[src/linkMux_cfg.svh]
`ifndef LINK_MUX_CFG_SVH
`define LINK_MUX_CFG_SVH

// number of input channels: Local, North, East, West and South.
`define LINK_PORTS 5

`define LINK_DEPTH 8   // flits per queue, kept a power of two.

`define LINK_DATA_W 32

// the length field sits in the low payload bits of a head or single flit.
`define LINK_LEN_W 12

`endif

[src/flitPkg.sv]
`include "linkMux_cfg.svh"

package flitPkg;

  typedef enum logic [2:0] {
    flitIdle   = 3'd0,
    flitHead   = 3'd1,   // carries the packet length.
    flitBody   = 3'd2,
    flitTail   = 3'd3,
    flitSingle = 3'd4    // a whole packet in one flit, length included.
  } flitKind;

  // total flit count of a packet, header included.
  typedef logic [`LINK_LEN_W-1:0] flitLen;

  typedef struct packed {
    flitKind                 kind;
    logic [`LINK_DATA_W-1:0] payload;
  } flit;

endpackage

[src/arbPkg.sv]
package arbPkg;

  // one-hot grant state, bit 0 is idle and bits 1 to 5 follow the port order.
  typedef enum logic [5:0] {
    gIdle  = 6'b000001,
    gLocal = 6'b000010,
    gNorth = 6'b000100,
    gEast  = 6'b001000,
    gWest  = 6'b010000,
    gSouth = 6'b100000
  } grantState;

  typedef enum logic [2:0] {
    pLocal = 3'd0,
    pNorth = 3'd1,
    pEast  = 3'd2,
    pWest  = 3'd3,
    pSouth = 3'd4
  } portId;

endpackage

[src/flitChan.sv]
`timescale 1ns/10ps
`include "linkMux_cfg.svh"

interface flitChan;

  logic            req;    // at least one complete packet is queued.
  flitPkg::flit    head;
  flitPkg::flitLen len;    // only meaningful for a head or single flit.
  logic            pop;

  modport queue (
    output req,
    output head,
    output len,
    input  pop
  );

  modport arbiter (
    input  req,
    input  head,
    input  len,
    output pop
  );

endinterface

[src/inputQueue.sv]
`timescale 1ns/10ps
`include "linkMux_cfg.svh"

module inputQueue (
  input  logic         clk,
  input  logic         rst,
  input  logic         inValid,
  input  flitPkg::flit inFlit,
  output logic         inReady,
  flitChan.queue       ch
);

  localparam int DEPTH = `LINK_DEPTH;
  localparam int PTR_W = $clog2(DEPTH);

  flitPkg::flit     mem [DEPTH];
  logic [PTR_W-1:0] wrPtr;
  logic [PTR_W-1:0] rdPtr;
  logic [PTR_W:0]   count;
  logic [PTR_W:0]   pkts;
  logic             push;
  logic             pktIn;
  logic             pktOut;

  function automatic logic isLast(flitPkg::flitKind kind);
    return (kind == flitPkg::flitTail) || (kind == flitPkg::flitSingle);
  endfunction

  assign inReady = (count != (PTR_W + 1)'(DEPTH));
  assign push    = inValid && inReady;   // a write while full is dropped.

  // a packet is complete once its last flit is stored.
  assign pktIn  = push && isLast(inFlit.kind);
  assign pktOut = ch.pop && isLast(ch.head.kind);

  assign ch.req  = (pkts != '0);
  assign ch.head = mem[rdPtr];
  assign ch.len  = ch.head.payload[`LINK_LEN_W-1:0];

  always_ff @(posedge clk)
  begin
    if (push)
      mem[wrPtr] <= inFlit;
  end

  always_ff @(posedge clk)
  begin
    if (rst)
    begin
      wrPtr <= '0;
      rdPtr <= '0;
      count <= '0;
      pkts  <= '0;
    end
    else
    begin
      if (push)
        wrPtr <= wrPtr + 1'b1;   // wraps naturally since depth is a power of two.
      if (ch.pop)
        rdPtr <= rdPtr + 1'b1;
      count <= count + (PTR_W + 1)'(push) - (PTR_W + 1)'(ch.pop);
      pkts  <= pkts + (PTR_W + 1)'(pktIn) - (PTR_W + 1)'(pktOut);
    end
  end

  assert property (@(posedge clk) disable iff (rst) !(inValid && !inReady))
    else $error("inputQueue: write to a full queue was dropped");

  // the arbiter pops only on a request, so an empty pop means the packet count is off.
  assert property (@(posedge clk) disable iff (rst) ch.pop |-> (count != '0))
    else $error("inputQueue: pop from an empty queue");

endmodule

[src/grantTimer.sv]
`timescale 1ns/10ps

module grantTimer (
  input  logic            clk,
  input  logic            rst,
  input  flitPkg::flit    head,
  input  flitPkg::flitLen len,
  input  logic            run,
  output logic            timesUp
);

  flitPkg::flitLen limit;
  flitPkg::flitLen count;
  logic            isHeader;

  assign isHeader = (head.kind == flitPkg::flitHead) || (head.kind == flitPkg::flitSingle);

  always_ff @(posedge clk)
  begin
    if (rst)
    begin
      limit <= '0;
      count <= '0;
    end
    else if (run)
    begin
      count <= count + 1'b1;   // one step per transferred flit.
    end
    else
    begin
      count <= '0;
      if (isHeader)
        limit <= len;   // the length stays frozen while the grant runs.
    end
  end

  // high once the whole announced packet has gone out.
  assign timesUp = (count == limit);

endmodule

[src/linkArbiter.sv]
`timescale 1ns/10ps
`include "linkMux_cfg.svh"

module linkArbiter (
  input  logic          clk,
  input  logic          rst,
  flitChan.arbiter      ch[`LINK_PORTS],
  output logic          outValid,
  output flitPkg::flit  outFlit,
  output arbPkg::portId outPort
);

  localparam int PORTS = `LINK_PORTS;

  arbPkg::grantState state;
  arbPkg::grantState nextState;
  arbPkg::portId     curPort;
  logic [PORTS-1:0]  req;
  logic [PORTS-1:0]  pop;
  logic [PORTS-1:0]  timesUp;
  flitPkg::flit      head [PORTS];

  for (genvar i = 0; i < PORTS; i++)
  begin : gPort
    assign req[i]    = ch[i].req;
    assign head[i]   = ch[i].head;
    assign ch[i].pop = pop[i];

    // a port's timer runs exactly in its transfer cycles.
    grantTimer timer (
      .clk     (clk),
      .rst     (rst),
      .head    (ch[i].head),
      .len     (ch[i].len),
      .run     (pop[i]),
      .timesUp (timesUp[i])
    );
  end

  always_comb
  begin
    curPort = arbPkg::pLocal;
    for (int p = 0; p < PORTS; p++)
    begin
      if (state[p + 1])
        curPort = arbPkg::portId'(p);
    end
  end

  always_comb
  begin
    int   base;
    int   steps;
    int   idx;
    logic found;

    nextState = arbPkg::gIdle;   // nobody requesting goes back to idle.
    pop       = '0;
    found     = 1'b0;
    idx       = 0;

    if (state == arbPkg::gIdle)
    begin
      base  = PORTS - 1;   // start the scan just before Local, giving fixed priority.
      steps = PORTS;
    end
    else
    begin
      base  = int'(curPort);
      steps = PORTS - 1;   // the current port is left out of its own chain.
    end

    if (state != arbPkg::gIdle && req[curPort] && !timesUp[curPort])
    begin
      nextState    = state;
      pop[curPort] = 1'b1;
    end
    else
    begin
      for (int i = 1; i <= PORTS; i++)
      begin
        idx = (base + i) % PORTS;
        if (!found && i <= steps && req[idx])
        begin
          nextState = arbPkg::grantState'(6'b1 << (idx + 1));
          found     = 1'b1;
        end
      end
    end
  end

  always_ff @(posedge clk)
  begin
    if (rst)
      state <= arbPkg::gIdle;
    else
      state <= nextState;
  end

  always_ff @(posedge clk)
  begin
    if (rst)
      outValid <= 1'b0;
    else
      outValid <= |pop;
  end

  // the popped head and its tag leave one cycle after the pop.
  always_ff @(posedge clk)
  begin
    if (|pop)
    begin
      outFlit <= head[curPort];
      outPort <= curPort;
    end
  end

  assert property (@(posedge clk) disable iff (rst) $onehot(state))
    else $error("linkArbiter: grant state is not one-hot");

  assert property (@(posedge clk) disable iff (rst) $onehot0(pop))
    else $error("linkArbiter: more than one queue popped in a cycle");

endmodule

[src/linkMux.sv]
`timescale 1ns/10ps
`include "linkMux_cfg.svh"

module linkMux (
  input  logic                             clk,
  input  logic                             rst,
  input  logic         [`LINK_PORTS-1:0]   inValid,
  input  flitPkg::flit [`LINK_PORTS-1:0]   inFlit,
  output logic         [`LINK_PORTS-1:0]   inReady,
  output logic                             outValid,
  output flitPkg::flit                     outFlit,
  output arbPkg::portId                    outPort
);

  // one channel per input port, indexed by port number.
  flitChan chan[`LINK_PORTS] ();

  for (genvar i = 0; i < `LINK_PORTS; i++)
  begin : gQueue
    inputQueue portQueue (
      .clk     (clk),
      .rst     (rst),
      .inValid (inValid[i]),
      .inFlit  (inFlit[i]),
      .inReady (inReady[i]),
      .ch      (chan[i])
    );
  end

  linkArbiter arb (
    .clk      (clk),
    .rst      (rst),
    .ch       (chan),
    .outValid (outValid),
    .outFlit  (outFlit),
    .outPort  (outPort)
  );

endmodule

[config.mk]
export PLATFORM = sky130hd
export DESIGN_NAME = linkMux
export DESIGN_NICKNAME = d
export VERILOG_FILES = /design/src/flitPkg.sv /design/src/arbPkg.sv /design/src/flitChan.sv /design/src/inputQueue.sv /design/src/grantTimer.sv /design/src/linkArbiter.sv /design/src/linkMux.sv
export VERILOG_INCLUDE_DIRS = /design/src
export SDC_FILE = /design/constraint.sdc
export NUM_CORES = 2
export LEC_CHECK = 0
export ABC_AREA = 1
export BUFFER_PORTS_ARGS = -buffer_cell sky130_fd_sc_hd__buf_2
export CAP_MARGIN = 15
export CORE_ASPECT_RATIO = 1.75
export CORE_MARGIN = 2
export CORE_UTILIZATION = 35
export CTS_CLUSTER_DIAMETER = 120
export DETAILED_ROUTE_END_ITERATION = 6
export MAX_ROUTING_LAYER = met4
export PLACE_DENSITY = 0.48
export SETUP_SLACK_MARGIN = 0.05
export SYNTH_ARGS = -nofsm -noshare
export SYNTH_HDL_FRONTEND = slang
export SYNTH_SLANG_ARGS = --single-unit
export TNS_END_PERCENT = 1
[constraint.sdc]
create_clock -name clk -period 7.06 [get_ports clk]
set_clock_uncertainty 0.05 [all_clocks]
set_input_delay 0.353 -clock clk [delete_from_list [all_inputs] [get_ports clk]]
set_output_delay 0.353 -clock clk [all_outputs]
set_load 0.05 [all_outputs]
==> results list <==
* CP startpoint kind: flip-flop
- Sw frac: 0.3513
- Clock transition at path regs: 60 ps
- Wire length of the first global-routing pass: 296500 µm
* Remaining routing DRC violations: 0
- Portion of netlist area occupied by mux cells: 0
- Row generation in the floorplan step produced 213 rows.
* Clock latency at the later pin of the worst-skew pair: 830 ps
- The first routing iteration left 3437 violations.
- Of the total synthesized cell area, the portion taken by XOR and XNOR cells is 0.01225.
- The flow ran to the end, and the final reports show no timing, DRC or antenna violations.
- Netlist Area Pre-Place: 67840 µm²
* FMAX: 0.1819 GHz
- In the global route stage, overall resource usage came out at 0.2083.
- Cell Chain, Critical Path: inv_2, nand2_4, inv_2, buf_4, nand3_1, o41ai_1, nand2_1, nand2_1, a21oi_1, nand2_1, inv_2, buf_4, nand2_1, inv_1, ha_1, inv_1, ha_1, inv_1, fa_1, xor2_1, nor2_1
* Final period demand of the worst path: 5497 ps
- In this run, synthesis produced a sequential element count of 1650.
- Commonest cells after routing, fill and taps aside: 1438 x edfxtp_1, 950 x nor2_1, 879 x o21ai_0, 361 x nand2_1, 286 x inv_1
- Dividing the final minimum period by the clock period gives 0.7786.
* Aggregate global routing overflow: 0
- Sequential fraction of design power: 0.428
- Final hold viol count: 0
- Vias in the first global route: 45290
* Required time of the critical path: 7630 ps
* Top-Level Pins: 226
- The critical path is of the flip-flop to flip-flop type.
- EDFF count, synth: 1438
* Vias/cell: 5.243
- Area taken by multi-input logic gates: 18270 µm²
- Final setup violation count: 0
- Power Total: 28.07 mW
- Of the cells placed in the final design, the portion with a size suffix greater than 1 is 0.1080.
- At the worst endpoint, the arrival time is 6060 ps.
* WHS: 79.51 ps
- Post-detailed-placement half-perimeter wirelength: 126800 µm
- Post-place instance area: 71960 µm²
- Starting Density: 0.3526
- Of the total synthesized cell area, the portion taken by full adders, half adders and majority gates is 0.01985.
* Floorplan core area: 192400 µm²
* Slowest stage delay, CP: 590 ps
- Portion of the post-synthesis area used by sequential elements: 0.6991
* Total net switching power: 9.862 mW
* Transition at the pin with the smallest max-transition slack: 1084 ps
* Area grow syn2layout: 16.11%
- When the netlist entered floorplanning its net count stood at 5946.
* Initial antenna violation count: 44
- CTS tree: built
- Filler-free cell count of the finished design: 8740
- Buffers on Ports: 225
* P_int: 18.21 mW
- The die covers 197500 µm².
- Max H-tree Level: 4
- The worst setup path is captured at a flip-flop.
* Peak supply drop: 0.2732 mV
* Sink count of the clock tree: 1650
* Placed Instances: 8232
- Overall die width: 336.8 µm
- The share of synthesized area in the top cell type comes to 0.6365.
* RSZ-0062 raised after global routing: no
- The worst hold path belongs to the class input pin to flip-flop.
- Dividing total power by cell area gives a power density of 356.4 nW/µm².
* Worst Path Max Fanout: 49
* Number of distinct standard cells referenced by the synthesized netlist: 57
- Max-cap violations in this run came to 0.
- Yosys printed 0 warnings.
- Largest cells by area after synthesis: edfxtp_1 64%, o21ai_0 6.5%, dfxtp_1 6.3%
* Filler cells: 18310
- For this run, the leading register cell type out of synthesis is edfxtp_1.
- Synthesis handed over a netlist of 5663 instances.
- Register area: 47460 µm²
- Gpl congestion: 0.8837
- Max-slew violation total from the final report: 0
* Post-cts repair resize count: 0
- Final total negative setup slack: 0 ps
- The critical path contains buffers and inverters numbering 8 combined.
- Of the total power, the clock network draws 0.295.
- Compound-gate portion of the synthesized area: 0.1288
- After synthesis, the share of flip-flops with an asynchronous set or reset is 0.
- Once layout is done, the placed cells without fillers occupy 78770 µm².
- Average wire per standard cell: 23.29 µm
- Number of nets still failing antenna checks after routing: 0
- TritonCTS buffer count: 165
- DR vias: 45820
- CTS placed an instance of clkbuf_16 at the clock tree root.
- Commonest non-fill, non-tap cell in the layout: edfxtp_1
- The floorplan step set the die height to 586.4 µm.
- The routed design has 203600 µm of wire.
* Final nets: 6283
- Slew HR: 0.2771
- Cell family with the largest share of critical-path delay: buffers and inverters
- Combinational family with the most area after synthesis: compound AO/OA/AOI/OAI gates
- The share of total power dissipated in combinational logic is 0.278.
* Avg Synthesized Cell Area: 11.98 µm²
- On the critical path, the stage with the largest delay is an instance of inv_2.
* Maximum count of clock buffers along a single path: 4
- Static leakage power: 26.86 nW
* Largest net degree at the start of global routing: 101
- In this design, the critical path's most frequently occurring cell is nand2_1.
- Before antenna repair, the detailed router went through 6 iterations.
- Of the total synthesized cell area, the portion taken by AND, OR, NAND and NOR gates is 0.1039.
- The synthesized design spends more area on one cell type than any other, namely edfxtp_1.
==> cells by family (layout without fill, tap and decap cells) <==
family | after synthesis | in the layout
fa+ha+maj | 101 | 101
xor+xnor | 94 | 94
other cells | 0 | 41
simple gates | 1679 | 1679
compound gates | 1500 | 1500
flops | 1650 | 1650
buf+inv | 639 | 1095
==> metal layers <==
metal | vias to the layer above | routed length, µm | track usage
met5 | - | 0 | -
met4 | 0 | 9381 | 0.08794
met3 | 392 | 10320 | 0.03293
met2 | 1200 | 101700 | 0.3563
met1 | 22890 | 82210 | 0.2427
li1 | 21340 | - | -
==> final timing paths <==
path                                                   start                            to  slack, ps  cells past startpoint
worst min-delay path                                     rst  gQueue[0].portQueue.count[2]         80                      2
worst max-delay path                            arb.state[5]  gQueue[3].portQueue.count[2]       1560                     21
worst min register to register  gQueue[4].portQueue.rdPtr[2]                     flip-flop        390                      1
worst max register to register                  arb.state[5]  gQueue[3].portQueue.count[2]       1560                     21
==> flip-flops by register name, indices dropped and copies added (netlist names), named ones only <==
signal / flops
arb.gPort.timer.count: 60
arb.outValid: 1
gQueue.portQueue.mem: 1400
gQueue.portQueue.rdPtr: 15
gQueue.portQueue.pkts: 20
arb.outPort: 3
arb.gPort.timer.limit: 60
arb.outFlit: 35
arb.state: 6
gQueue.portQueue.wrPtr: 15
gQueue.portQueue.count: 20
==> through the flow <==
stage / util / setup WS (ps)
after floorplan: - / 2009
after global placement: 0.3740 / 1728
after detailed placement: 0.3740 / 1575
after CTS: 0.4087 / 1520
after global routing: 0.4093 / 1100
final: 0.4094 / 1563
==> power by group through the flow <==
| stage | registers (mW) | logic, mW | clock network [mW] |
|---|---|---|---|
| final | 12.0 | 7.79 | 8.27 |
| after global routing | 12.1 | 8.51 | 8.82 |
| after CTS | 12.0 | 7.83 | 8.48 |
| after detailed placement | 12.2 | 7.71 | 0 |
| after global placement | 12.2 | 7.64 | 0 |
| after floorplan | 12.4 | 4.60 | 0 |
==> cell type report <==
class | count | area share
inverter | 313 | 0.01501
clock inverter | 64 | 0.006131
multi-input combinational | 3374 | 0.2320
timing repair buffer | 496 | 0.04629
clock buffer | 222 | 0.05579
antenna | 41 | 0.001303
sequential | 1650 | 0.6025
tap | 2580 | 0.04098
==> synthesized netlist by cell type (all sizes together), types with 3 or more instances <==
cell type     n
a211oi       18
a21oi       152
a311o         7
a311oi        5
a31oi        55
and3          9
buf          34
clkbuf      292
dfxtp       212
edfxtp     1438
fa           11
ha           90
inv         311
nand2       378
nand3       184
nand4        37
nor2       1001
nor3         28
nor3b        25
nor4          7
o211ai       22
o21a          3
o21ai       894
o221ai      209
o22ai       126
or2           8
xnor2        50
xor2         44
==> timing repair <==
action / CTS / global route
buffers inserted: 0 / 0
hold endpoints to repair: 1410 / 0
hold buffers: 180 / 0
(Power assumes the default switching activity.)
